`config.mk`:
```
export PLATFORM = sky130hd
export DESIGN_NAME = program_loader
export DESIGN_NICKNAME = d
export VERILOG_FILES = /design/src/design/loader_pkg.sv /design/src/design/program_loader.sv
export SDC_FILE = /design/constraint.sdc
export NUM_CORES = 1
export LEC_CHECK = 0
export ABC_AREA = 1
export BUFFER_PORTS_ARGS = -buffer_cell sky130_fd_sc_hd__buf_2
export CAP_MARGIN = 30
export CELL_PAD_IN_SITES_DETAIL_PLACEMENT = 1
export CELL_PAD_IN_SITES_GLOBAL_PLACEMENT = 1
export CORE_MARGIN = 2
export CORE_UTILIZATION = 49
export CTS_CLUSTER_DIAMETER = 200
export DETAILED_ROUTE_END_ITERATION = 10
export GPL_TIMING_DRIVEN = 0
export PLACE_DENSITY_LB_ADDON = 0.1
export SYNTH_ARGS = -nofsm -noshare
export SYNTH_HDL_FRONTEND = slang
export SYNTH_SLANG_ARGS = --single-unit
```
`constraint.sdc`:
```
create_clock -name clk -period 7.1 [get_ports clk]
set_input_delay 0.355 -clock clk [delete_from_list [all_inputs] [get_ports clk]]
set_output_delay 0.355 -clock clk [all_outputs]
set_load 0.02 [all_outputs]
```
`src/design/loader_pkg.sv`:
```
package loader_pkg;

	// serial byte and instruction word sizes.
	localparam int byte_bits = 8;
	localparam int word_bits = 32;

	// program loader states.
	typedef enum logic [2:0] {
		read_size,
		read_word,
		store_word,
		done
	} loader_state_t;

	// uart receiver states.
	typedef enum logic [1:0] {
		rx_idle,
		rx_start,
		rx_data,
		rx_stop
	} rx_state_t;

endpackage

```
`src/design/program_loader.sv`:
```
`timescale 1ns/100ps

module program_loader
	import loader_pkg::*;
(
	input logic clk,
	input logic reset,
	input logic byte_ready,
	input logic [byte_bits-1:0] byte_data,
	input logic mem_ready,
	output logic byte_req,
	output logic mem_valid,
	output logic [word_bits-1:0] mem_addr,
	output logic [word_bits-1:0] mem_data,
	output logic completed
);

	localparam int idx_bits = $clog2(word_bits / byte_bits);
	localparam logic [idx_bits-1:0] last_idx = idx_bits'(word_bits / byte_bits - 1);

	loader_state_t state;
	logic [idx_bits-1:0] byte_idx;
	logic [word_bits-1:0] word_buf;
	logic [word_bits-1:0] word_next;
	logic [word_bits-1:0] prog_size;
	logic [word_bits-1:0] prog_addr;
	logic [word_bits-1:0] next_addr;
	logic take;
	logic last_byte;
	logic store_start;

	// arriving byte goes in at the top, so the first byte ends up lowest.
	assign word_next = {byte_data, word_buf[word_bits-1:byte_bits]};
	assign take = byte_req && byte_ready;
	assign last_byte = take && (byte_idx == last_idx);
	assign store_start = last_byte && (state == read_word);
	assign next_addr = prog_addr + word_bits'(4);
	assign completed = (state == done);

	always_ff @(posedge clk) begin
		if (reset) begin
			state <= read_size;
			byte_idx <= '0;
			prog_size <= '0;
			prog_addr <= '0;
			byte_req <= 1'b0;
			mem_valid <= 1'b0;
		end else begin
			case (state)
				read_size, read_word: begin
					byte_req <= 1'b1;
					if (take) begin
						byte_idx <= byte_idx + 1'b1;
					end
					if (last_byte) begin
						byte_idx <= '0;
						if (state == read_size) begin
							prog_size <= word_next;
							if (word_next == '0) begin
								state <= done;
								byte_req <= 1'b0;
							end else begin
								state <= read_word;
							end
						end else begin
							state <= store_word;
							byte_req <= 1'b0;
							mem_valid <= 1'b1;
						end
					end
				end
				store_word: begin
					if (mem_ready) begin
						mem_valid <= 1'b0;
						prog_addr <= next_addr;
						if (next_addr >= prog_size) begin
							state <= done;
						end else begin
							state <= read_word;
							byte_req <= 1'b1;
						end
					end
				end
				done: begin
					byte_req <= 1'b0;
				end
				default: state <= read_size;
			endcase
		end
	end

	always_ff @(posedge clk) begin
		if (take) begin
			word_buf <= word_next;
		end
		if (store_start) begin
			mem_addr <= prog_addr;
			mem_data <= word_next;
		end
	end

endmodule

```
==> flow_summary.json, run 1 <==
{
  "status": "completed",
  "slew_viol_final": 0,
  "regToRegStartpoint": "prog_addr[3]$_SDFFE_PP0P_",
  "insertion_delay_ns": 0.44,
  "cts-hold-fix-buffers": 0,
  "hold_viol_final": 0,
  "pwr-share-comb_pct": 19.8,
  "utilization_pct": 60.0,
  "switchingPower_uw": 780,
  "worstSetupStartpointType": "register",
  "ys_warn_count": 0,
  "viasPerCell": 5.32,
  "reg2reg_slack_ns": 3.95,
  "max_stage_delay_ns": 0.38,
  "post_cts_resized": 0,
  "grt_use_met2_pct": 46.4,
  "syn_to_final_growth_pct": 18.6,
  "cts_tree": "done",
  "clockRootBuffer": "clkbuf_16",
  "crit_fanout": 4,
  "grtUsageTotal_pct": 26.1,
  "grt_busiest_layer": "met2",
  "antennaDiodeCount": 0,
  "setup_viol": 0,
  "worstPathRequired_ns": 7.44,
  "tightest_slew_ns": 0.732,
  "grtUsageMet3_pct": 5.62,
  "drc": 0,
  "vdd_drop_max_uv": 184,
  "vias": 5232,
  "wirelength_um": 18200,
  "slew_headroom_pct": 51.2,
  "first_global_vias": 5723,
  "synthCells": 697,
  "die_area_um2": 14800,
  "min_period_ns": 3.15,
  "arrival_ns": 3.49,
  "ys_seq_elements": 154,
  "syn_avg_cell_area_um2": 9.72,
  "cp_common_cell": "nand2_1",
  "synth_cell_type_count": 32,
  "portBuffers": 75,
  "use_met1_pct": 30.3,
  "finalSetupTns_ns": 0,
  "totalPowerFinal_uw": 2500,
  "cts-buffers-inserted": 17,
  "seq_area_frac_synth_pct": 58.2,
  "end_kind": "register",
  "power.share.switching_pct": 31.2,
  "power.static_leakage_uw": 0.00345,
  "path_cells": "ha_1 > nand3_2 > nor2_4 > nand3_4 > nor2_4 > nand2_4 > nor2_4 > nand2_1 > xor2_1 > inv_1 > ha_1 > nand2_1 > nor2_1 > nand2_1 > nor2_1 > nand2_1 > nand2_1 > nor2_1 > nand2_1 > nand2_1 > nand2_1 > nand2_1 > nand2_1 > nor2_1",
  "slowest_stage": "dfxtp_1",
  "max-cap-violations": 0,
  "hp-class": "in2reg",
  "rows": 42,
  "powerDensity_nw_per_um2": 311,
  "gp_congestion": 0.864,
  "cts_setup_buffers": 0,
  "grt_overflow": 0,
  "whs_ns": 0.139,
  "hold_path_end": "mem_data[30]$_DFFE_PP_",
  "grt_pass1_wl_um": 28900,
  "htreeDepth": 4,
  "clk_pin_slew_ns": 0.06,
  "die_h_um": 122,
  "drt-initial-drc-count": 316,
  "clock.fmax_mhz": 317,
  "worstHoldStart": "byte_data[6]",
  "pwr-share-clk_pct": 36.1,
  "p_int_uw": 1720,
  "hpwl_um": 13100,
  "nets": 844,
  "antenna_found_initial": 0,
  "grt_max_degree": 34,
  "die_x_um": 122,
  "async_flop_share_pct": 0,
  "timing.final.crit_share_pct": 44.4,
  "routedWlPerCell_um": 18.5,
  "holdPathStages": 1,
  "cts_buffer_depth": 2,
  "start_util_pct": 50.6,
  "clock_skew_ns": 0.00821,
  "netlist_area_um2": 6780,
  "cp.buffers_inverters": 1,
  "r2r_cells": 24,
  "reg2reg_to": "byte_req$_SDFFE_PP0P_",
  "drive_gt1_share_pct": 16.0,
  "drtAntennaViolNets": 0,
  "rsz0062_at_grt": "false",
  "path_class": "reg2reg",
  "core_area_um2": 13400,
  "numClockSinks": 154,
  "seqPwrFrac_pct": 44.1,
  "ios": 79,
  "path_delay_family": "simple AND/OR/NAND/NOR gates",
  "synth_edf_count": 86,
  "synth-main-ff-cell": "edfxtp_1",
  "first_pass_iters": 4
}
-- sequential cells by signal, indices dropped and copies added, names as in the netlist --
signal / cells
state: 2
byte_req: 1
mem_valid: 1
mem_data: 32
prog_addr: 30
mem_addr: 30
word_buf: 24
byte_idx: 2
prog_size: 32
-- metrics by stage --
stage          instances  setup WS [ns]  cell area (µm²)
6_report             984           3.95             8040
5_1_grt              984           3.54             8040
4_1_cts              982           3.93             7990
3_5_place_dp         950           3.97             7400
3_3_place_gp         949           2.33             7380
2_1_floorplan        698           3.24             6780
-- worst reg2reg max path: cells and delay by family (launching register included) --
kind	cells	cell delay (ns)
adder cells (fa/ha/maj)	2	0.52
flip-flops	1	0.38
XOR/XNOR	1	0.18
buffers and inverters	1	0.06
AND/OR/NAND/NOR	20	1.92
-- metal layers --
metal  routed length, µm  up-vias
met1                7470     2592
met4                 603        0
met3                 581       49
met5                   0        -
li1                    -     2485
met2                9500      106
-- layout make-up --
class | instances | area (µm²)
Fill cell | 1534 | 5360
Sequential cell | 154 | 3940
Multi-Input combinational cell | 393 | 2270
Inverter | 131 | 492
Timing Repair Buffer | 78 | 443
Clock buffer | 18 | 439
Tap cell | 176 | 220
Clock inverter | 14 | 146
Buffer | 20 | 82.6
-- cell usage after synthesis (all sizes together), types with 2 or more instances --
cell	count	area, µm²
buf	3	18.8
xor2	21	184
ha	37	463
nand2	92	355
edfxtp	86	2580
nor2	55	244
inv	131	492
a31oi	2	12.5
nand3	9	67.6
a211oi	2	15.0
nor3	11	65.1
clkbuf	17	63.8
nand4	15	100
o21ai	69	345
xnor2	2	17.5
a21oi	73	365
dfxtp	68	1360
-- worst max-delay path by stage --
stage,from,end,cells after the start
floorplan,byte_req$_SDFFE_PP0P_,mem_addr[10]$_DFFE_PP_,4
global placement,byte_ready,mem_addr[2]$_DFFE_PP_,5
detailed placement,prog_addr[3]$_SDFFE_PP0P_,byte_req$_SDFFE_PP0P_,24
CTS,prog_addr[3]$_SDFFE_PP0P_,byte_req$_SDFFE_PP0P_,24
global route,prog_addr[2]$_SDFFE_PP0P_,byte_req$_SDFFE_PP0P_,24
finish,prog_addr[3]$_SDFFE_PP0P_,byte_req$_SDFFE_PP0P_,24
-- placed cells by master, fill, tap and decap left out, types with 2 or more instances in the layout --
cell | netlist | routed
o21ai_1 | 5 | 5
edfxtp_1 | 86 | 86
buf_12 | 0 | 2
bufinv_16 | 0 | 2
ha_1 | 37 | 37
buf_2 | 0 | 75
a31oi_1 | 2 | 2
nand4_1 | 14 | 14
o21ai_0 | 64 | 64
a21oi_1 | 73 | 73
conb_1 | 1 | 2
nor3_2 | 2 | 2
xnor2_1 | 2 | 2
nor2_4 | 4 | 5
buf_4 | 2 | 2
a211oi_1 | 2 | 2
clkinv_2 | 0 | 3
inv_1 | 129 | 129
nor2_2 | 3 | 3
nand3_1 | 6 | 6
dfxtp_1 | 68 | 68
clkbuf_16 | 0 | 17
clkbuf_1 | 17 | 17
xor2_1 | 21 | 21
clkinv_4 | 0 | 4
clkinv_1 | 0 | 2
nor2_1 | 48 | 47
inv_6 | 0 | 2
nand3_2 | 2 | 2
nor3_1 | 9 | 9
nand2_1 | 90 | 90
inv_2 | 2 | 2
-- power groups by stage --
stage / clock network [µW] / logic, µW / registers [µW]
floorplan: 0 / 341 / 1100
global placement: 0 / 441 / 1110
detailed placement: 0 / 482 / 1120
CTS: 912 / 490 / 1100
global route: 950 / 568 / 1110
finish: 904 / 496 / 1100
-- cells by family (layout without fill, tap and decap cells) --
| logic type | count (synthesis) | after routing | share of synthesized area, % |
|---|---|---|---|
| and+or+nand+nor | 184 | 184 | 12.5 |
| DFF | 154 | 154 | 58.2 |
| buffers and inverters | 151 | 261 | 8.47 |
| AOI/OAI and AO/OA | 147 | 147 | 11.0 |
| adders and majority gates | 37 | 37 | 6.83 |
| xor gates and xnor gates | 23 | 23 | 2.97 |
| other | 1 | 2 | 0.0553 |
Note: power is estimated with default switching activity, not from simulation.
==> run 2, diff against run 1 <==
- ABC_AREA: 1 -> 0
- CORE_UTILIZATION: 49 -> 41
- clock period: 7.1 -> 2.8 ns (I/O delays scaled with it)
==> flow_summary.json, run 2 <==
{
  "wirelength_um": 16900,
  "placed_area_um2": 7440,
  "yosys.area.top_type_share_pct": 38.9,
  "antenna_found_initial": 0,
  "insertion_delay_ns": 0.43,
  "fillers": 1780,
  "crit_fanout": 7,
  "synthSimpleGateAreaFrac_pct": 16.5,
  "grt_max_degree": 35,
  "async_flop_share_pct": 0,
  "die_h_um": 131,
  "end_kind": "register",
  "slew_viol_final": 0,
  "clk_pin_slew_ns": 0.06,
  "gp_congestion": 0.799,
  "ys_seq_elements": 154,
  "hpwl_um": 11900,
  "final_area_um2": 8420,
  "synthTopCellsByCount": "nand2_1 (100), edfxtp_1 (86), dfxtp_1 (68)",
  "clockRootBuffer": "clkbuf_16",
  "clock_skew_ns": 0.00979,
  "syn_to_final_growth_pct": 26.7,
  "seq_area_frac_synth_pct": 59.4,
  "worstSetupStartpointType": "register",
  "slew_headroom_pct": 47.1,
  "drtAntennaViolNets": 0,
  "first_pass_iters": 4,
  "min_period_ns": 3.08,
  "synthCells": 617,
  "switchingPower_uw": 1330,
  "status": "complete, but fails checks",
  "power.share.switching_pct": 25.8,
  "start_util_pct": 41.8,
  "synth_compound_area_share_pct": 6.54,
  "yosysMostFrequentCell": "nand2_1",
  "max-cap-violations": 0,
  "syn_avg_cell_area_um2": 10.8,
  "viasPerCell": 5.11,
  "yosys.area_share.adder_pct": 6.97,
  "tightest_slew_ns": 0.793,
  "rsz0062_at_grt": "true",
  "p_int_uw": 3810,
  "final_common_cell": "nand2_1",
  "setup_viol": 2,
  "whs_ns": 0.0907,
  "core_area_um2": 15900,
  "antennaDiodeCount": 0,
  "grt_overflow": 0,
  "vdd_drop_max_uv": 430,
  "powerDensity_nw_per_um2": 611,
  "synth_cell_type_count": 45,
  "synth_mux_area_share_pct": 0.151,
  "htreeDepth": 4,
  "worstPathRequired_ns": 3.12,
  "pwr-share-comb_pct": 9.8,
  "die_area_um2": 17200,
  "synth_top_family_by_area": "simple AND/OR/NAND/NOR gates",
  "arrival_ns": 3.40,
  "drt-initial-drc-count": 268,
  "die_x_um": 131,
  "cts-buffers-inserted": 17,
  "reg.largest.list": "mem_data (32), prog_size (32)",
  "path_class": "reg2reg",
  "yosysTopAreaCell": "edfxtp_1",
  "grtUsageTotal_pct": 20.3,
  "reg2reg_slack_ns": -0.28,
  "clock.fmax_mhz": 324,
  "post_layout_nonfiller_instances": 976,
  "hp-class": "in2reg",
  "cts_tree": "done",
  "final_cell_mix": "nand2_1 (95), edfxtp_1 (86), buf_2 (76), a21oi_1 (56), dfxtp_1 (47)",
  "drc": 0,
  "synth_area_leaders": "edfxtp_1 (39%), dfxtp_1 (20%), ha_1 (7.0%)",
  "netlist_area_um2": 6640,
  "placed_cells": 912,
  "seqPwrFrac_pct": 50.0,
  "drive_gt1_share_pct": 25.5,
  "yosys.area_share.xor_xnor_pct": 6.72,
  "grt_pass1_wl_um": 27400,
  "ys_warn_count": 0,
  "timing.final.crit_share_pct": 110,
  "cts_buffer_depth": 2,
  "pwr-share-clk_pct": 40.2,
  "vias": 4984,
  "synth-main-ff-cell": "edfxtp_1",
  "power.static_leakage_uw": 0.00327,
  "routedWlPerCell_um": 17.3,
  "portBuffers": 76,
  "final.setup.worst_slack_ns": -0.282,
  "ios": 79,
  "violations": "negative setup slack",
  "first_global_vias": 5372,
  "synth_edf_count": 86,
  "hold_viol_final": 0,
  "numClockSinks": 154,
  "nets": 796,
  "rows": 46
}
==> run 2: changes by cell type in the layout (fill, tap and decap cells not counted), sizes merged, moves of 11 or more <==
cell	previous run	this run
o21ai	69	12
nor2	55	43
buf	81	110
a21oi	73	58
inv	134	40
xnor2	2	28
nor4	1	12
==> run 2: worst paths after layout <==
path / startpoint / end / depth (start not counted)
min reg2reg: prog_size[1]$_SDFFE_PP0P_ / prog_size[1]$_SDFFE_PP0P_ / 2
max reg2reg: prog_addr[9]$_SDFFE_PP0P_ / byte_req$_SDFFE_PP0P_ / 13
max: prog_addr[9]$_SDFFE_PP0P_ / byte_req$_SDFFE_PP0P_ / 13
min: reset / prog_addr[25]$_SDFFE_PP0P_ / 3
==> run 2: through the flow <==
step	util (%)	TNS, ns	total power [µW]	setup slack, ns
after floorplan	-	0	2900	0.00190
after global placement	46.5	-33.26	3060	-0.525
after detailed placement	46.8	-1.22	3110	-0.661
after CTS	52.3	-0.558	5190	-0.314
after global routing	53.0	-0.837	5340	-0.464
final	53.0	-0.518	5140	-0.282
==> run 2: final cells by class <==
type,instances,area (µm²),share of cell area [%]
Buffer,21,95.1,1.13
Clock buffer,22,454,5.40
Clock inverter,10,71.3,0.847
Inverter,38,143,1.69
Multi-Input combinational cell,401,2650,31.5
Sequential cell,154,4000,47.5
Tap cell,216,270,3.21
Timing Repair Buffer,114,734,8.73
==> run 2: cells by family (layout without fill, tap and decap cells) <==
group,count (synthesis),count (layout)
compound gates,80,80
xor+xnor,51,51
fa+ha+maj,37,37
buf+inv,63,205
flops,154,154
mux,1,1
other cells,1,2
simple gates,230,230
==> run 2: power by group through the flow <==
stage,clock [µW],sequential [µW],combinational (µW)
after floorplan,0,2610,295
after global placement,0,2630,433
after detailed placement,0,2630,481
after CTS,2120,2570,506
after global routing,2200,2580,560
final,2070,2570,505
==> run 2: critical path, cell delays in order, from the launching register on <==
cell and delay [ns]:
dfxtp_4 0.38, nand4_4 0.11, or3_4 0.42, nor3_4 0.23, buf_12 0.15, nand2_1 0.07
xnor2_1 0.17, ha_1 0.32, nand4_1 0.13, nor3_2 0.26, nand4_1 0.16, a21oi_2 0.21
a211oi_2 0.08, o221a_2 0.30
==> run 2: what timing repair did <==
action                     4_1_cts  5_1_grt
pin swaps                       17       22
hold buffers                     8        0
setup buffers                   19        9
hold endpoints to repair        23        0
gates resized for setup         37       22
setup endpoints to repair        2       10
==> run 2: per-layer routing <==
metal,global-route usage [%],routed length [µm]
met1,23.9,7150
met2,35.8,8760
met3,4.17,466
met4,9.12,476
met5,0,0
