File: src/design/loader_pkg.sv
package loader_pkg;

	// serial byte and instruction word sizes.
	localparam int byte_bits = 8;
	localparam int word_bits = 32;

	// program loader states.
	typedef enum logic [2:0] {
		read_size,
		read_word,
		store_word,
		done
	} loader_state_t;

	// uart receiver states.
	typedef enum logic [1:0] {
		rx_idle,
		rx_start,
		rx_data,
		rx_stop
	} rx_state_t;

endpackage

File: src/design/uart_rx.sv
`timescale 1ns/100ps

module uart_rx
	import loader_pkg::*;
#(
	parameter int clks_per_bit = 868
) (
	input logic clk,
	input logic reset,
	input logic rx,
	output logic [byte_bits-1:0] rx_byte,
	output logic rx_strobe,
	output logic frame_error
);

	localparam int cnt_bits = $clog2(clks_per_bit + 1);
	localparam int idx_bits = $clog2(byte_bits);
	localparam logic [cnt_bits-1:0] bit_end = cnt_bits'(clks_per_bit - 1);
	localparam logic [cnt_bits-1:0] half_end = cnt_bits'(clks_per_bit / 2 - 1);
	localparam logic [idx_bits-1:0] last_bit = idx_bits'(byte_bits - 1);

	rx_state_t state;
	logic rx_meta;
	logic rx_sync;
	logic rx_prev;
	logic [cnt_bits-1:0] cnt;
	logic [idx_bits-1:0] bit_idx;
	logic [byte_bits-1:0] shift_reg;
	logic bit_tick;
	logic data_tick;
	logic stop_ok;

	assign bit_tick = (cnt == bit_end);
	assign data_tick = (state == rx_data) && bit_tick;
	assign stop_ok = (state == rx_stop) && bit_tick && rx_sync;

	// two-flop synchronizer for an idle-high line.
	always_ff @(posedge clk) begin
		if (reset) begin
			rx_meta <= 1'b1;
			rx_sync <= 1'b1;
			rx_prev <= 1'b1;
		end else begin
			rx_meta <= rx;
			rx_sync <= rx_meta;
			rx_prev <= rx_sync;
		end
	end

	always_ff @(posedge clk) begin
		if (reset) begin
			state <= rx_idle;
			cnt <= '0;
			bit_idx <= '0;
			rx_strobe <= 1'b0;
			frame_error <= 1'b0;
		end else begin
			rx_strobe <= 1'b0;
			frame_error <= 1'b0;
			case (state)
				rx_idle: begin
					// a low line left by a bad stop bit does not start a frame.
					if (rx_prev && !rx_sync) begin
						state <= rx_start;
						cnt <= '0;
					end
				end
				rx_start: begin
					if (cnt == half_end) begin
						cnt <= '0;
						bit_idx <= '0;
						state <= rx_sync ? rx_idle : rx_data;
					end else begin
						cnt <= cnt + 1'b1;
					end
				end
				rx_data: begin
					if (bit_tick) begin
						cnt <= '0;
						bit_idx <= bit_idx + 1'b1;
						if (bit_idx == last_bit) begin
							state <= rx_stop;
						end
					end else begin
						cnt <= cnt + 1'b1;
					end
				end
				rx_stop: begin
					if (bit_tick) begin
						cnt <= '0;
						state <= rx_idle;
						rx_strobe <= rx_sync;
						frame_error <= !rx_sync;
					end else begin
						cnt <= cnt + 1'b1;
					end
				end
				default: state <= rx_idle;
			endcase
		end
	end

	// lsb first.
	always_ff @(posedge clk) begin
		if (data_tick) begin
			shift_reg <= {rx_sync, shift_reg[byte_bits-1:1]};
		end
		if (stop_ok) begin
			rx_byte <= shift_reg;
		end
	end

endmodule

File: config.mk
export PLATFORM = sky130hd
export DESIGN_NAME = uart_rx
export DESIGN_NICKNAME = d
export VERILOG_FILES = /design/src/design/loader_pkg.sv /design/src/design/uart_rx.sv
export SDC_FILE = /design/constraint.sdc
export NUM_CORES = 1
export LEC_CHECK = 0
export ABC_CLOCK_PERIOD_IN_PS = 2200
export BUFFER_PORTS_ARGS = -buffer_cell sky130_fd_sc_hd__buf_2
export CORE_UTILIZATION = 57
export CTS_CLUSTER_DIAMETER = 30
export DETAILED_ROUTE_END_ITERATION = 10
export GPL_TIMING_DRIVEN = 0
export PLACE_DENSITY = 0.74
export SLEW_MARGIN = 10
export SYNTH_ARGS = -nofsm -noshare
export SYNTH_HDL_FRONTEND = slang
export SYNTH_SLANG_ARGS = --single-unit
File: constraint.sdc
create_clock -name clk -period 2.2 [get_ports clk]
set_input_delay 0.11 -clock clk [delete_from_list [all_inputs] [get_ports clk]]
set_output_delay 0.11 -clock clk [all_outputs]
set_load 0.02 [all_outputs]
==> run metrics, run 1 <==
worst vdd ir=roughly 0.0006 V; Global Route Usage Sum=0.225; FF+latch count, synth=36; max incr delay on CP=approximately 520 ps; DP Area=between 1500 and 2000 sq um; DR pass1 iterations=4; port bufs=12; top cells by count, synth=dfxtp_1 (20), edfxtp_1 (16), nand2_1 (11); root buf cell=clkbuf_4; Die W=roughly 53 um; Tcrit/Tclk final=0.875; Setup violations, final=0; clock buffer depth=2; CP Launch Type=flip-flop; Crit Path Class=flip-flop to flip-flop; Synth Flop Type=dfxtp_1; initial antenna violation count=0; hpwl dp=between 1500 and 2000 um; Setup Buffers After CTS=0; worst-path cell chain=inv_1 > ha_1 > and4bb_1 > a31oi_1 > a21oi_1 > or4_1 > nand3_1; Post-Syn Area=around 1500 sq um; Util after Layout=0.670; fin. max-slew vios=0; Ports=13; DR WL/cell=around 15 um; Clk Latency, worst-skew pair=around 340 ps; status=finished clean; layout cell share with drive strength beyond 1=0.179; most frequent cell after synthesis=dfxtp_1; first-pass GRT wire length=roughly 4400 um; clock slew at reported path FFs=between 100 and 150 ps; Avg Inst Size Synth=11.2 sq um; Slew HR=0.461; largest net degree at the start of global routing=12; Die Span Y=between 50 and 60 um; nets@finish=~160; 1st-iter DRT viols=36; CTS Buf Count=5; core area=about 2500 sq um; max frequency=0.520 GHz; initial core utilization=0.604; Leak=0.586 nW; Vias per Instance=approximately 6.0; Area growth syn-to-layout=10.9%; Total Die Area=~2900 sq um; max-cap violation count=0; ANT nets after route=0; crit path max fanout=7; min cycle time layout=1920 ps; Final Hold Vio Count=0; Yosys top cell area share=0.318; global placement routability congestion=0.815; total global routing overflow=0; Syn. warnings=0; synth top area cells=edfxtp_1 (32%), dfxtp_1 (27%), ha_1 (3.3%); Tightest Pin Transition=between 800 and 900 ps; Worst Path Required=2490 ps; register area share after synthesis=0.583; CP endpoint kind=flip-flop; n_diodes=0; DRC violations left=0; fin area=1680 sq um; PD cells=between 600 and 700 nW/um^2; Post-synth EDFFs=16; cell row count=18; Vias=around 1100; worst clock skew=5.18 ps; ys async rst share=0; Tightest Hold Check Type=input port to flip-flop; final WL=approximately 2700 um; Mapped Cells=135; RSZ-0062 raised after global routing=no; vias in the first global route=roughly 1000; syn_nets=between 100 and 150; CTS tree=built; max FFs per register=10; leading area contributor after synthesis=edfxtp_1; synth unique cells=34; CTS Sinks=36; CP Data Arrival Time=around 2200 ps; critical path's slowest cell=or4_1; H-tree depth=2
worst paths after layout:
check                           slack, ps                start                  end  cells past startpoint
worst max-delay path                  280  cnt[1]$_SDFFE_PP0P_  cnt[9]$_SDFFE_PP0P_                      7
worst max register to register        280  cnt[1]$_SDFFE_PP0P_  cnt[9]$_SDFFE_PP0P_                      7
worst min register to register        450   rx_meta$_SDFF_PP1_   rx_sync$_SDFF_PP1_                      1
worst min-delay path                   50                reset   rx_prev$_SDFF_PP1_                      2
kinds of logic (layout without fill, tap and decap cells):
kind of cell	after synthesis	in the layout	share of synthesized area
simple gates	66	66	0.264
compound gates	17	17	0.0696
buf+inv	8	29	0.0232
mux	4	4	0.0265
fa+ha+maj	4	4	0.0331
flops	36	36	0.583
cells in the final DEF, fill, tap and decap left out, types with 3 or more instances in the layout:
cell,Yosys,layout
ha_1,4,4
nor2b_1,3,3
a31oi_1,6,6
mux2i_1,4,4
buf_2,1,13
nand2_1,11,11
nand3b_1,4,4
clkbuf_4,0,5
or2_2,4,4
a21oi_1,4,4
dfxtp_1,20,20
nor2_1,8,8
nand3_1,9,9
clkbuf_1,3,4
edfxtp_1,16,16
or3_1,7,7
nand4_1,3,3
and2_1,3,3
nand4b_1,3,3
inv_1,3,3
layout make-up:
class	instances	area, sq um
Clock inverter	2	11.3
Buffer	5	23.8
Timing Repair Buffer	13	70.1
Inverter	3	11.3
Multi-Input combinational cell	91	599
Tap cell	30	37.5
Sequential cell	36	881
Fill cell	184	825
Clock buffer	6	41.3
routing by layer:
metal	vias to the layer above	routed length (um)	track usage
met5	-	0	0
met1	537	1210	0.263
met4	0	54	0.105
met3	6	159	0.0862
met2	30	1300	0.358
li1	542	-	-
per-stage QoR:
step | std cells | TNS (ps) | power, mW | worst slack, ps | hold WS, ps
global placement | 177 | 0 | 0.742 | 74.1 | 296
detailed placement | 177 | -380 | 0.743 | -47.8 | 294
CTS | 186 | 0 | 1.07 | 291 | 36.6
finish | 186 | 0 | 1.07 | 276 | 51.1
global route | 186 | 0 | 1.11 | 145 | 35.8
floorplan | 135 | 0 | 0.733 | 352 | 214
where the power goes:
group / switching, mW / internal (mW)
sequential: 0.00298 / 0.695
clock: 0.213 / 0.122
combinational: 0.0203 / 0.0115
critical path, delay by kind of cell (launching register included):
kind / cells / cell delay, ps
compound gates: 2 / 420
fa+ha+maj: 1 / 180
buf+inv: 1 / 70
flops: 1 / 380
simple gates: 3 / 820
repair_timing:
item,4_1_cts,5_1_grt
endpoints found under the setup margin,8,0
endpoints found under the hold margin,1,0
hold buffers,1,0
resized for setup,1,0
Note: power is estimated with default switching activity, not from simulation.
==> inputs of run 2 (changes only) <==
ABC_AREA = 1   (was not set)
CORE_UTILIZATION = 58   (was 57)
==> run 2 against run 1 <==
  * Largest cell class unchanged
  * Hold slack gained 95 ps
  * Count of clock-buffer cells in the layout is the same
  * Critical path type unchanged
  * Combinational power grew to 2.6 times the previous value
  * Critical endpoint is now rx_byte[2]$_DFFE_PP_
==> run metrics, run 2 <==
Setup Buffers After CTS=0; ys async rst share=0; syn_nets=roughly 200; CTS Sinks=36; final WL=around 3000 um; Area growth syn-to-layout=10.9%; Global Route Usage Sum=0.231; n_diodes=0; status=finished clean; Setup violations, final=0; hold path depth=2; top cells by count, synth=nand2_1 (50), nor2_1 (23), inv_1 (22); fin. max-slew vios=0; Post-Syn Area=about 1700 sq um; initial antenna violation count=0; DRC violations left=0; worst clock skew=about 10 ps; Vias=1264; CTS tree=built; Avg Inst Size Synth=between 8 and 9 sq um; hpwl dp=roughly 2300 um; total global routing overflow=0; Tightest Hold Check Type=input port to flip-flop; Reg-to-Reg End=rx_byte[2]$_DFFE_PP_; Worst R2R Setup Slack=210 ps; layout cell share with drive strength beyond 1=0.186; root buf cell=clkbuf_4; Slew HR=0.690; DR WL/cell=12.3 um; Worst setup endpoint=rx_byte[2]$_DFFE_PP_; Hold Startpoint=reset; CP Data Arrival Time=1990 ps; R2R depth=5; CP Launch Type=flip-flop; max-cap violation count=0; Total Die Area=~3100 sq um; Yosys top cell area share=0.287; max FFs per register=10; Tightest Pin Transition=between 400 and 500 ps; ANT nets after route=0; nets@finish=approximately 220; Synth Flop Type=dfxtp_1; clock buffer depth=2; port bufs=11; most frequent cells in the layout=nand2_1 (50), inv_1 (22), nor2_1 (22); Worst Path Required=between 2000 and 2500 ps; Crit Path Class=flip-flop to flip-flop; min cycle time layout=1990 ps; vias in the first global route=roughly 1200; fin area=approximately 1900 sq um; synth top area cells=edfxtp_1 (29%), dfxtp_1 (24%), nand2_1 (11%); reg2reg start=cnt[0]$_SDFFE_PP0P_; Hold Worst Slack=about 150 ps; first-pass GRT wire length=5440 um; core area=2730 sq um; multi-input logic area=approximately 700 sq um; Post-synth EDFFs=16; global placement routability congestion=about 0.85; register area share after synthesis=0.526; Die Span Y=55.7 um; register area=~880 sq um; Die W=about 56 um; Tcrit/Tclk final=0.903; Final Hold Vio Count=0; Setup TNS Final=0 ps; leading area contributor after synthesis=edfxtp_1; worst vdd ir=0.000552 V; DP Area=around 1800 sq um; Ports=13; FF+latch count, synth=36; DR pass1 iterations=4; cell row count=19; max frequency=just over 0.5 GHz; H-tree depth=2; most common cell after layout, fill and taps aside=nand2_1; RSZ-0062 raised after global routing=no; CP endpoint kind=flip-flop; most frequent cell after synthesis=nand2_1; PD cells=671 nW/um^2; synth unique cells=28; crit path max fanout=8; largest net degree at the start of global routing=12; CTS Buf Count=5; clock slew at reported path FFs=100 ps; Mapped Cells=about 200; Clk Latency, worst-skew pair=roughly 340 ps; Util after Layout=0.679; Vias per Instance=a little over 5; 1st-iter DRT viols=32; initial core utilization=0.612; Setup crit start=cnt[0]$_SDFFE_PP0P_; filler instances=about 220; Leak=roughly 0.8 nW; Syn. warnings=0
## run 2: stage by stage
step / std cells / power [mW] / setup WS, ps
final: 246 / 1.25 / 214
after detailed placement: 237 / 0.811 / 49.6
after global placement: 237 / 0.809 / 58.2
after CTS: 246 / 1.26 / 26.1
after floorplan: 195 / 0.789 / 368
after global routing: 246 / 1.30 / 70.5
## run 2: repair_timing
action | 4_1_cts | 5_1_grt
setup endpoints to repair | 0 | 8
gates resized for setup | 0 | 1
hold buffers | 1 | 0
endpoints found under the hold margin | 1 | 0
## run 2: worst min path at each step
stage,to,slack (ps)
2_1_floorplan,rx_meta$_SDFF_PP1_,210
6_report,cnt[7]$_SDFFE_PP0P_,150
5_1_grt,cnt[7]$_SDFFE_PP0P_,160
4_1_cts,cnt[7]$_SDFFE_PP0P_,140
3_3_place_gp,rx_meta$_SDFF_PP1_,290
3_5_place_dp,rx_meta$_SDFF_PP1_,300
## run 2: routing by layer
metal  global-route usage  vias up  part of all wire  routed length [um]
met5                    0        -                 0                   0
met4                0.104        0             0.015                  46
met3               0.0628        6             0.035                 107
met2                0.403       18              0.53                1590
met1                0.265      575              0.42                1280
li1                     -      665                 -                   -
## run 2: layout make-up
cell class | count | share of cell area
Sequential cell | 36 | 0.474
Multi-Input combinational cell | 130 | 0.368
Inverter | 26 | 0.0526
Timing Repair Buffer | 12 | 0.0350
Clock buffer | 6 | 0.0222
Tap cell | 31 | 0.0209
Clock inverter | 2 | 0.0189
Buffer | 3 | 0.00809
## run 2: cell families after synthesis
family                     share of synthesized area
and+or+nand+nor                                0.322
AOI/OAI and AO/OA                             0.0441
xor gates and xnor gates                      0.0105
adders and majority gates                     0.0299
DFF                                            0.526
buffers and inverters                         0.0673
## run 2: where the power goes
group | total, mW | leakage (nW) | switching, mW | internal, mW
clock network | 0.449 | 0.0422 | 0.211 | 0.238
registers | 0.714 | 0.306 | 0.0134 | 0.700
logic | 0.0838 | 0.449 | 0.0591 | 0.0247
## run 2: worst max-delay path, stage by stage (launching register included)
cell,delay (ps)
dfxtp_1,540
ha_1,290
nand3_1,140
nor2_4,160
nand4_1,170
nor2_2,360
==> inputs of run 3 (changes only) <==
BUFFER_PORTS_ARGS = -buffer_cell sky130_fd_sc_hd__buf_4   (was -buffer_cell sky130_fd_sc_hd__buf_2)
REMOVE_ABC_BUFFERS = 1   (was not set)
==> run 3 against run 2 <==
  * Non-clock buffer count fell by 1
  * Die area did not move
  * Total power fell by 7.6%
  * Combinational power rose by 6.4%
  * Sequential share of layout area fell by 0.25 points
  * Cell count fell by 0.41%
  * Sequential cell count did not move
  * Critical path depth did not move
  * Wire length rose by 1.3%
==> run metrics, run 3 (synthesis results as in run 2) <==
Tcrit/Tclk final=0.892; switching power=between 300 and 400 uW; final WL=3070 um; Leak=0.798 nW; nets@finish=220; crit path max fanout=8; cell row count=19; Post-Place Cells=about 240; Final Hold Vio Count=0; 1st-iter DRT viols=24; initial core utilization=0.612; Crit Path Class=flip-flop to flip-flop; Place WS=between 70 and 80 ps; PD cells=~620 nW/um^2; worst clock skew=13.1 ps; ANT nets after route=0; Total Die Area=between 3000 and 4000 sq um; max frequency=around 0.51 GHz; most common cell after layout, fill and taps aside=nand2_1; DRC violations left=0; global placement routability congestion=approximately 0.9; Hold Startpoint=rx_meta$_SDFF_PP1_; Internal=850 uW; reg2reg start=cnt[0]$_SDFFE_PP0P_; Die Span Y=55.7 um; Clk Latency, worst-skew pair=350 ps; Vias=between 1000 and 1500; largest net degree at the start of global routing=13; Tightest Pin Transition=just under 400 ps; layout cell share with drive strength beyond 1=0.192; Area growth syn-to-layout=11.5%; Setup violations, final=0; Tightest Hold Check Type=flip-flop to flip-flop; core area=approximately 2700 sq um; fin area=between 1500 and 2000 sq um; CP endpoint kind=flip-flop; CP Data Arrival Time=roughly 2000 ps; clock slew at reported path FFs=approximately 110 ps; CTS Buf Count=5; Setup crit start=cnt[0]$_SDFFE_PP0P_; switching share of power=0.262; Ports=13; Hold Worst Slack=about 420 ps; clock buffer depth=2; DR WL/cell=about 13 um; worst vdd ir=roughly 0.00056 V; H-tree depth=2; DR pass1 iterations=4; max FFs per register=10; Logic pwr share=0.077; Vias per Instance=5.09; register share of total power=0.618; clock share of power=0.305; total global routing overflow=0; post-route insts no fill=about 250; Final WS setup=237 ps; fin. max-slew vios=0; vias in the first global route=~1200; most frequent cells in the layout=nand2_1 (50), inv_1 (22), nor2_1 (22); initial antenna violation count=0; Worst Path Required=approximately 2200 ps; total power=between 1 and 1.5 mW; Slew HR=0.736; CTS Sinks=36; hpwl dp=2210 um; CTS tree=built; CP Launch Type=flip-flop; first-pass GRT wire length=about 5100 um; RSZ-0062 raised after global routing=no; max-cap violation count=0; status=finished clean; Setup TNS Final=0 ps; Global Route Usage Sum=0.225; root buf cell=clkbuf_4; n_diodes=0; min cycle time layout=approximately 2000 ps; DP Area=around 1800 sq um; Util after Layout=0.683; port bufs=12; Die W=around 56 um
-- run 3: worst paths after layout --
check                         end  cells past startpoint  slack, ps
min            rx_sync$_SDFF_PP1_                      1        420
max          rx_byte[2]$_DFFE_PP_                      5        240
max reg2reg  rx_byte[2]$_DFFE_PP_                      5        240
min reg2reg    rx_sync$_SDFF_PP1_                      1        420
-- run 3: layout make-up --
cell class	instances	area [sq um]
fillers	212	867
inverters	26	97.6
clock buffers	5	37.5
flip-flops and latches	36	881
repair buffers	14	110
multi-input cells	130	683
clock inverters	3	18.8
well taps	31	38.8
-- run 3: what timing repair did --
item                                   4_1_cts  5_1_grt
setup endpoints to repair                    0        8
endpoints found under the hold margin        2        0
setup buffers                                0        0
resized for setup                            0        1
hold buffers                                 2        0
-- run 3: power groups by stage --
stage                     Sequential, mW  Combinational [mW]  Clock (mW)
after floorplan                    0.725              0.0618           0
after global placement             0.727              0.0818           0
after detailed placement           0.727              0.0858           0
after CTS                          0.712              0.0889       0.354
after global routing               0.714              0.0985       0.385
final                              0.712              0.0892       0.351
-- run 3: worst max-delay path, stage by stage, from the launching register on --
cell	delay, ps
dfxtp_1	500
ha_1	290
nand3_1	140
nor2_4	160
nand4_1	170
nor2_2	370
-- run 3: layer usage --
metal | up-vias | GRT usage | part of all wire
li1 | 658 | - | -
met1 | 561 | 0.255 | 0.44
met2 | 24 | 0.386 | 0.49
met3 | 5 | 0.0651 | 0.044
met4 | 0 | 0.111 | 0.020
met5 | - | 0 | 0
