`src/design/loader_pkg.sv`:
```
package loader_pkg;

	// serial byte and instruction word sizes.
	localparam int byte_bits = 8;
	localparam int word_bits = 32;

	// program loader states.
	typedef enum logic [2:0] {
		read_size,
		read_word,
		store_word,
		done
	} loader_state_t;

	// uart receiver states.
	typedef enum logic [1:0] {
		rx_idle,
		rx_start,
		rx_data,
		rx_stop
	} rx_state_t;

endpackage

```
`src/design/byte_fifo.sv`:
```
`timescale 1ns/100ps

module byte_fifo
	import loader_pkg::*;
#(
	parameter int fifo_depth = 16
) (
	input logic clk,
	input logic reset,
	input logic [byte_bits-1:0] rx_byte,
	input logic rx_strobe,
	input logic byte_req,
	output logic byte_ready,
	output logic [byte_bits-1:0] byte_data,
	output logic fifo_overflow
);

	localparam int ptr_bits = $clog2(fifo_depth);

	logic [byte_bits-1:0] buffer [fifo_depth];
	logic [ptr_bits-1:0] wr_ptr;
	logic [ptr_bits-1:0] rd_ptr;
	logic [ptr_bits:0] count;
	logic full;
	logic push;
	logic pop;

	assign full = (count == (ptr_bits + 1)'(fifo_depth));
	assign push = rx_strobe && !full;
	assign pop = byte_req && byte_ready;
	assign byte_ready = (count != '0);
	assign byte_data = buffer[rd_ptr];

	always_ff @(posedge clk) begin
		if (reset) begin
			wr_ptr <= '0;
			rd_ptr <= '0;
			count <= '0;
			fifo_overflow <= 1'b0;
		end else begin
			if (push) begin
				wr_ptr <= wr_ptr + 1'b1;
			end
			if (pop) begin
				rd_ptr <= rd_ptr + 1'b1;
			end
			if (push && !pop) begin
				count <= count + 1'b1;
			end else if (pop && !push) begin
				count <= count - 1'b1;
			end
			// sticky until reset.
			if (rx_strobe && full) begin
				fifo_overflow <= 1'b1;
			end
		end
	end

	always_ff @(posedge clk) begin
		if (push) begin
			buffer[wr_ptr] <= rx_byte;
		end
	end

endmodule

```
`config.mk`:
```
export PLATFORM = sky130hd
export DESIGN_NAME = byte_fifo
export DESIGN_NICKNAME = d
export VERILOG_FILES = /design/src/design/loader_pkg.sv /design/src/design/byte_fifo.sv
export SDC_FILE = /design/constraint.sdc
export NUM_CORES = 1
export LEC_CHECK = 0
export ABC_AREA = 1
export BUFFER_PORTS_ARGS = -buffer_cell sky130_fd_sc_hd__buf_2
export CAP_MARGIN = 10
export CORE_MARGIN = 2
export CORE_UTILIZATION = 57
export CTS_CLUSTER_DIAMETER = 50
export DETAILED_ROUTE_END_ITERATION = 10
export PLACE_DENSITY = 0.74
export SYNTH_ARGS = -nofsm -noshare
export SYNTH_HDL_FRONTEND = slang
export SYNTH_SLANG_ARGS = --single-unit
export TNS_END_PERCENT = 20
```
`constraint.sdc`:
```
create_clock -name clk -period 3.78 [get_ports clk]
set_input_delay 0 -clock clk [delete_from_list [all_inputs] [get_ports clk]]
set_output_delay 0 -clock clk [all_outputs]
set_load 0.05 [all_outputs]
```
==> results of run 1 <==
## logic make-up after synthesis
| kind of cell | Yosys count | share of synthesized area |
|---|---|---|
| AOI/OAI and AO/OA | 14 | 0.01067 |
| and+or+nand+nor | 346 | 0.2293 |
| DFF | 146 | 0.6405 |
| adders and majority gates | 10 | 0.02021 |
| xor gates and xnor gates | 3 | 0.004004 |
| buffers and inverters | 145 | 0.09531 |
## routing by layer
metal / global-route usage / wire length (µm) / up-vias
met5: 0 / 0 / -
met4: 0.08395 / 386 / 0
met3: 0.06561 / 1067 / 36
met2: 0.4045 / 7007 / 215
met1: 0.2923 / 5670 / 2135
li1: - / - / 2184
## power by group
part / leakage [nW] / switching (mW) / internal, mW
Combinational: 1.65 / 0.940 / 0.379
Sequential: 1.30 / 0.0579 / 1.84
Clock: 0.300 / 0.625 / 1.19
## registers in the layout (all words and copies together), names as in the netlist, named ones only
name	count
buffer	128
count	5
rd_ptr	4
wr_ptr	4
fifo_overflow	1
## final cells by class
| class | count | area [µm²] | area share |
|---|---|---|---|
| Tap cell | 143 | 178.9 | 0.02407 |
| Sequential cell | 146 | 4205 | 0.5658 |
| Multi-Input combinational cell | 373 | 1734 | 0.2333 |
| Clock buffer | 22 | 454.2 | 0.06111 |
| Clock inverter | 10 | 182.7 | 0.02458 |
| Timing Repair Buffer | 33 | 217.7 | 0.02929 |
| Inverter | 121 | 459.2 | 0.06178 |
## critical path, stage by stage, from the launching register on
cell and delay (ps):
dfxtp_2 320, inv_2 780, nand2_1 150, nand2_1 120, nand2_1 60, nand3_1 130, nand3_1 130, nand2_1 120
buf_2 270
## cells in the mapped netlist, drive strengths merged
cell / count
a21oi: 7
buf: 23
clkbuf: 1
dfxtp: 18
edfxtp: 128
fa: 1
ha: 9
inv: 121
nand2: 199
nand3: 105
nand4: 1
nor2: 39
o21ai: 7
or2: 2
xnor2: 1
xor2: 2
## placed cells by master (no fill, tap or decap), types with 2 or more instances in the layout
| cell | n |
|---|---|
| buf_4 | 3 |
| inv_1 | 117 |
| nor2_1 | 37 |
| clkbuf_1 | 4 |
| a21oi_1 | 7 |
| clkinvlp_4 | 3 |
| nand2_1 | 193 |
| xor2_1 | 2 |
| clkbuf_16 | 17 |
| buf_2 | 21 |
| o21ai_0 | 7 |
| ha_1 | 9 |
| or2_2 | 2 |
| bufinv_16 | 5 |
| edfxtp_1 | 128 |
| inv_2 | 3 |
| clkinv_2 | 2 |
| dlygate4sd3_1 | 9 |
| nand3_1 | 103 |
| dfxtp_1 | 17 |
| nand2_4 | 5 |
## path summary, 6_finish.rpt
| check | slack (ps) | depth (start not counted) | end | from |
|---|---|---|---|---|
| max reg2reg | 1480 | 12 | count[3] | count[1] |
| max | 1250 | 8 | byte_data[5] | flop |
| min | 20 | 1 | buffer[10][6] | rx_byte[6] |
| min reg2reg | 460 | 2 | fifo_overflow | fifo_overflow |
## through the flow
| stage | instances | hold WS, ps | instance area [µm²] | util | power [mW] |
|---|---|---|---|---|---|
| floorplan | 664 | 69.07 | 6564 | - | 2.977 |
| global placement | 807 | 277.7 | 6705 | 0.5923 | 3.190 |
| detailed placement | 807 | 280.2 | 6705 | 0.5923 | 3.228 |
| CTS | 847 | 2.392 | 7422 | 0.6556 | 5.028 |
| global route | 848 | 0.9044 | 7432 | 0.6565 | 5.252 |
| finish | 848 | 19.65 | 7432 | 0.6565 | 5.031 |
==> results.ini, run 1 <==
[status]
outcome=complete, no violations

[clocking]
cts_resized=0
cts_max_path_buffers=2
cts_setup_buffers=0
clkTransAtPathRegs_ps=60
htree_levels=4
clockRootBuffer=clkbuf_16
cts_tree=yes
clock-sinks=146
hold_buffers=8
clkLatencyLatePin_ps=420
numCtsBuffers=17

[floorplanning]
io_pins=22
core_mm2=0.01132
fp.dieH_um=111.3
rows=39
die-area_mm2=0.01239
dieWidth_um=111.3
initial_utilization=0.5798

[timing]
period_needed_ps=2529
setup_viol=0
rsz0062_at_grt=no
clock_skew_ps=8.972
worstMarginPinSlew_ps=1101
fin_ws_ps=1251
period_share=0.6690
timing.fmax_mhz=395.5
finalHoldViolations=0
slew_headroom=0.2650
setup_tns_ps=0
slew_violations=0

[route]
ant_nets=0
drt_iter0_drc=711
drt-total-wl_mm=14.13
firstDrtPassIters=5
wire_per_inst_um=16.67
drc_errors=0
viasPerCell=5.389
via_count=4570

[layout]
diodes=0
area_growth_pct=13.23
nets=714
fillers=863
drive_above_1_share=0.09787

[yosys]
syn_avg_cell_area_um2=9.885
synth-seq-area-share=0.6405
yosysTopAreaCell=edfxtp_1
netlist_top_cells_area=edfxtp_1 (59%), nand2_1 (11%), nand3_1 (7.9%)
synth_cell_types=27
synth.net_count=686
mappedNetlistArea_mm2=0.006564
ys_warn_count=0
syn_inst=664
synth_top_area_share=0.5856
ys_ff_latch=146

[flow_run]
maxCapViolCount=0

[worst_setup_path]
cp_data_arrival_time_ps=2530
crit_type=flop to output port
cp-end-kind=output port
crit_fanout=64
cp-start-kind=flop
required_ps=3780

[power]
ir_drop_mv=0.4906
p_leak_nw=3.250
power_density_mw_per_mm2=676.9

[placed_design]
portBuffers=21
dpl.hpwl_mm=8.328
routabilityCongestion=0.7743
place_ws_ps=1504

[global_route]
grt.total_usage=0.2371
grt_start_max_net_pins=65
grt_overflow=0
antenna_found_initial=0
grt_pass1_wl_mm=22.33
grt_pass1_vias=4418

[min_path]
hold_class=input pin to flop

(Power assumes the default switching activity.)
==> run 2, diff against run 1 <==
- clock period: 3.78 -> 2.65 ns (I/O delays scaled with it)
==> results.ini, run 2 (synthesis gave the netlist of run 1 again) <==
[worst_setup_path]
cp-start-kind=flop  ; unchanged
crit_path_top_delay_cell=dfxtp_1  ; was inv_2
cp-end-kind=flop  ; was output port
critPathMaxStageDelay_ps=340  ; was 780 ps
crit_type=flop to flop  ; was flop to output port
cp_data_arrival_time_ps=2660  ; was 2530 ps
path_cells=nor2_2, nand3_2, nand2_2, inv_6, ha_1, inv_1, ha_1, or2_2, nand3_1, nand2_1, o21ai_0, inv_1  ; was inv_2, nand2_1, nand2_1, nand2_1, nand3_1, nand3_1, nand2_1, buf_2
required_ps=2970  ; was 3780 ps
crit_fanout=7  ; was 64

[floorplanning]
fp.dieH_um=111.3  ; unchanged
die-area_mm2=0.01239  ; unchanged
rows=39  ; unchanged
core_mm2=0.01132  ; unchanged
initial_utilization=0.5798  ; unchanged
dieWidth_um=111.3  ; unchanged
io_pins=22  ; unchanged

[layout]
stdcell_count=852  ; was 848
drive_above_1_share=0.1086  ; was 0.09787
nets=718  ; was 714
area_growth_pct=14.11  ; was 13.23%
diodes=0  ; unchanged
layout_commonest_cell=nand2_1  ; unchanged
fillers=838  ; was 863
regMostFlops=buffer  ; unchanged
reg.largest.list=buffer (128), count (5)  ; unchanged
largest_reg_flops=128  ; unchanged
final_area_mm2=0.007490  ; was 0.007432 mm²
layout_common_cells=nand2_1 (193), edfxtp_1 (128), inv_1 (117)  ; unchanged
postLayoutCoreUtil=0.6616  ; was 0.6565

[timing]
setup_viol=0  ; unchanged
timing.fmax_mhz=427.5
setup_tns_ps=0  ; unchanged
finalHoldViolations=0  ; unchanged
period_share=0.8827
whs_ps=10.51  ; was 19.65 ps
rsz0062_at_grt=no  ; unchanged
slew_violations=0  ; unchanged
slew_headroom=0.4819  ; was 0.2650
worstMarginPinSlew_ps=774.3  ; was 1101 ps
fin_ws_ps=310.9  ; was 1251 ps
clock_skew_ps=5.128  ; was 8.972 ps
period_needed_ps=2339

[route]
wire_per_inst_um=15.96  ; was 16.67 µm
ant_nets=0  ; unchanged
drc_errors=0  ; unchanged
firstDrtPassIters=6  ; was 5
via_count=4506  ; was 4570
viasPerCell=5.289  ; was 5.389
drt-total-wl_mm=13.60  ; was 14.13 mm
drt_iter0_drc=506  ; was 711

[power]
p_leak_nw=3.304  ; was 3.250 nW
power_switching_mw=2.320  ; was 1.623 mW
power_density_mw_per_mm2=954.0  ; was 676.9 mW/mm²
ir_drop_mv=0.6130  ; was 0.4906 mV
comb_power_share=0.269  ; was 0.262
sw_frac_of_total=0.3247  ; was 0.3226
clockPowerShare=0.351  ; was 0.360
power.internal_mw=4.825  ; was 3.408 mW
pwr-share-seq=0.379  ; was 0.378
power.total_mw=7.145  ; was 5.031 mW

[clocking]
cts_resized=0  ; unchanged
cts_tree=yes  ; unchanged
numCtsBuffers=17  ; unchanged
clockRootBuffer=clkbuf_16  ; unchanged
clock-sinks=146  ; unchanged
htree_levels=4  ; unchanged
cts_max_path_buffers=2  ; unchanged
clkTransAtPathRegs_ps=60  ; about the same
clkLatencyLatePin_ps=420  ; about the same

[flow_run]
maxCapViolCount=0  ; unchanged

[global_route]
grt_start_max_net_pins=65  ; unchanged
grt_pass1_wl_mm=21.88  ; was 22.33 mm
grt_overflow=0  ; unchanged
grt_pass1_vias=4416  ; was 4418
grt.total_usage=0.2319  ; was 0.2371
antenna_found_initial=0  ; unchanged

[placed_design]
post_dp_cell_area_mm2=0.006755  ; was 0.006705 mm²
dpl.hpwl_mm=8.563  ; was 8.328 mm
dp_cells=812  ; was 807
portBuffers=21  ; unchanged
routabilityCongestion=0.7683  ; was 0.7743
place_ws_ps=335.7  ; was 1504 ps

[status]
outcome=complete, no violations  ; unchanged

[min_path]
hold_class=input pin to flop  ; unchanged

run 2: changes by cell type in the layout (fill, tap and decap cells not counted), sizes merged:
cell	before	now
buf	24	29
bufinv	5	0
clkbuf	22	29
clkinv	2	1
clkinvlp	3	0
dlygate4sd3	9	8
inv	121	123
run 2: final timing paths:
| path | cells past startpoint | slack [ps] | endpoint | start |
|---|---|---|---|---|
| max | 12 | 310 | count[3] | count[1] |
| min | 1 | 10 | buffer[14][0] | rx_byte[0] |
| max reg2reg | 12 | 310 | count[3] | count[1] |
| min reg2reg | 2 | 530 | flop | rd_ptr[2] |
run 2: layout make-up:
type / count / area, µm² / share of cell area
Clock buffer: 29 / 636.9 / 0.08503
Tap cell: 143 / 178.9 / 0.02389
Sequential cell: 146 / 4205 / 0.5615
Clock inverter: 3 / 17.52 / 0.002339
Timing Repair Buffer: 37 / 257.7 / 0.03441
Multi-Input combinational cell: 373 / 1734 / 0.2315
Inverter: 121 / 459.2 / 0.06131
run 2: repair_timing:
action | in CTS | in global routing
hold buffers | 8 | 0
hold endpoints to repair | 51 | 0
buffers inserted | 0 | 0
run 2: worst max-delay path: cells and delay by family, from the launching register on:
family	cells	cell delay (ps)
AND/OR/NAND/NOR	6	940
adder cells (fa/ha/maj)	2	530
flip-flops	1	340
buffers and inverters	3	280
AO/OA/AOI/OAI	1	140
run 2: per-layer routing:
metal	vias up	wire, µm	global-route usage
li1	2190	-	-
met1	2106	5572	0.2946
met2	180	6670	0.3813
met3	30	1038	0.05905
met4	0	320	0.09959
met5	-	0	0
run 2: power groups by stage:
stage	Clock (mW)	Combinational, mW	Sequential (mW)
2_1_floorplan	0	1.50	2.75
3_3_place_gp	0	1.82	2.75
3_5_place_dp	0	1.89	2.76
4_1_cts	2.53	1.92	2.71
5_1_grt	2.63	2.13	2.73
6_report	2.51	1.92	2.71
==> run 3, diff against run 2 <==
- RECOVER_POWER: not set -> 50
==> results.ini, run 3 (synthesis gave the netlist of run 1 again) <==
[worst_setup_path]
critPathMaxStageDelay_ps=340  ; about the same
path_cells=nor2_1, nand3_2, nand2_2, inv_6, ha_1, inv_1, ha_1, or2_2, nand3_1, nand2_1, o21ai_0, inv_1  ; was nor2_2, nand3_2, nand2_2, inv_6, ha_1, inv_1, ha_1, or2_2, nand3_1, nand2_1, o21ai_0, inv_1
crit_path_top_delay_cell=dfxtp_1  ; unchanged
required_ps=2960  ; was 2970 ps
cp-end-kind=flop  ; unchanged
crit_fanout=7  ; unchanged
crit_type=flop to flop  ; unchanged
r2r_slack_ps=310  ; about the same
cp-start-kind=flop  ; unchanged
cp_data_arrival_time_ps=2660  ; about the same

[global_route]
grt_pass1_vias=4416  ; unchanged
grt_overflow=0  ; unchanged
antenna_found_initial=0  ; unchanged
grt_pass1_wl_mm=21.88  ; unchanged
grt_start_max_net_pins=65  ; unchanged
grt.total_usage=0.2319  ; unchanged

[route]
ant_nets=0  ; unchanged
via_count=4532  ; was 4506
drt_iter0_drc=492  ; was 506
firstDrtPassIters=5  ; was 6
drt-total-wl_mm=13.69  ; was 13.60 mm
wire_per_inst_um=16.06  ; was 15.96 µm
drc_errors=0  ; unchanged
viasPerCell=5.319  ; was 5.289

[layout]
multi_input_area_mm2=0.001707  ; was 0.001734 mm²
nets=718  ; unchanged
layout_commonest_cell=nand2_1  ; unchanged
regMostFlops=buffer  ; unchanged
postLayoutCoreUtil=0.6580  ; was 0.6616
drive_above_1_share=0.08886  ; was 0.1086
fillers=851  ; was 838
layout_common_cells=nand2_1 (194), edfxtp_1 (128), inv_1 (118)  ; was nand2_1 (193), edfxtp_1 (128), inv_1 (117)
reg.largest.list=buffer (128), count (5)  ; unchanged
area_growth_pct=13.50  ; was 14.11%
largest_reg_flops=128  ; unchanged
diodes=0  ; unchanged
regArea_mm2=0.004205  ; unchanged

[status]
outcome=complete, no violations  ; unchanged

[clocking]
clockRootBuffer=clkbuf_16  ; unchanged
cts_setup_buffers=0  ; unchanged
cts_tree=yes  ; unchanged
clock-sinks=146  ; unchanged
clkTransAtPathRegs_ps=60  ; about the same
clkLatencyLatePin_ps=420  ; about the same
cts_max_path_buffers=2  ; unchanged
numCtsBuffers=17  ; unchanged
htree_levels=4  ; unchanged

[power]
comb_power_share=0.265  ; was 0.269
p_leak_nw=3.270  ; was 3.304 nW
ir_drop_mv=0.6123  ; was 0.6130 mV
pwr-share-seq=0.381  ; was 0.379
power_switching_mw=2.295  ; was 2.320 mW
power.total_mw=7.097  ; was 7.145 mW
power.internal_mw=4.803  ; was 4.825 mW
clockPowerShare=0.354  ; was 0.351
sw_frac_of_total=0.3233  ; was 0.3247
power_density_mw_per_mm2=952.7  ; was 954.0 mW/mm²

[timing]
finalHoldViolations=0  ; unchanged
slew_violations=0  ; unchanged
slew_headroom=0.3930  ; was 0.4819
timing.fmax_mhz=427.0  ; was 427.5 MHz
setup_viol=0  ; unchanged
clock_skew_ps=4.018  ; was 5.128 ps
fin_ws_ps=308.3  ; was 310.9 ps
setup_tns_ps=0  ; unchanged
rsz0062_at_grt=no  ; unchanged
period_share=0.8836  ; was 0.8827
period_needed_ps=2342  ; was 2339 ps
worstMarginPinSlew_ps=910.5  ; was 774.3 ps

[floorplanning]
rows=39  ; unchanged
io_pins=22  ; unchanged
die-area_mm2=0.01239  ; unchanged
core_mm2=0.01132  ; unchanged
initial_utilization=0.5798  ; unchanged
fp.dieH_um=111.3  ; unchanged
dieWidth_um=111.3  ; unchanged

[flow_run]
maxCapViolCount=0  ; unchanged

[placed_design]
portBuffers=21  ; unchanged
routabilityCongestion=0.7683  ; unchanged
dpl.hpwl_mm=8.563  ; unchanged
place_ws_ps=335.7  ; unchanged

[min_path]
hold_class=input pin to flop  ; unchanged

-- run 3: worst max-delay path: cells and delay by family (launching register included) --
family	cells	cell delay, ps
AO/OA/AOI/OAI	1	140
adder cells (fa/ha/maj)	2	530
buffers and inverters	3	280
flip-flops	1	340
AND/OR/NAND/NOR	6	940
-- run 3: timing repair --
action | 4_1_cts | 5_1_grt
hold endpoints to repair | 51 | 0
resized for setup | 0 | 0
hold buffers | 8 | 0
setup endpoints to repair | 0 | 0
-- run 3: stage by stage --
stage               hold slack [ps]  area [µm²]  cells
floorplan                     69.07        6564    664
global placement              280.6        6755    812
detailed placement            282.3        6755    812
CTS                           5.644        7490    852
global route                  258.0        7450    852
finish                        208.8        7450    852
-- run 3: metal layers --
metal	up-vias	wire length, µm	track usage
met5	-	0	0
met4	0	350	0.09959
met3	34	956	0.05905
met2	175	6708	0.3813
met1	2132	5671	0.2946
li1	2191	-	-
-- run 3: power by group through the flow --
stage / registers [mW] / logic, mW / clock network, mW
6_report: 2.70 / 1.88 / 2.51
3_5_place_dp: 2.76 / 1.89 / 0
2_1_floorplan: 2.75 / 1.50 / 0
5_1_grt: 2.72 / 2.09 / 2.63
4_1_cts: 2.71 / 1.92 / 2.53
3_3_place_gp: 2.75 / 1.82 / 0
-- run 3: cell type report --
class / instances / area share
clock buffers: 29 / 0.08549
multi-input cells: 373 / 0.2291
flip-flops and latches: 146 / 0.5645
inverters: 121 / 0.06164
repair buffers: 37 / 0.03292
clock inverters: 3 / 0.002351
well taps: 143 / 0.02402
-- run 3: final timing paths --
| path | startpoint | to | depth (start not counted) |
|---|---|---|---|
| worst max-delay path | count[0] | count[3] | 12 |
| worst min-delay path | rx_byte[0] | buffer[14][0] | 1 |
| worst max register to register | count[0] | count[3] | 12 |
| worst min register to register | count[0] | count[0] | 1 |
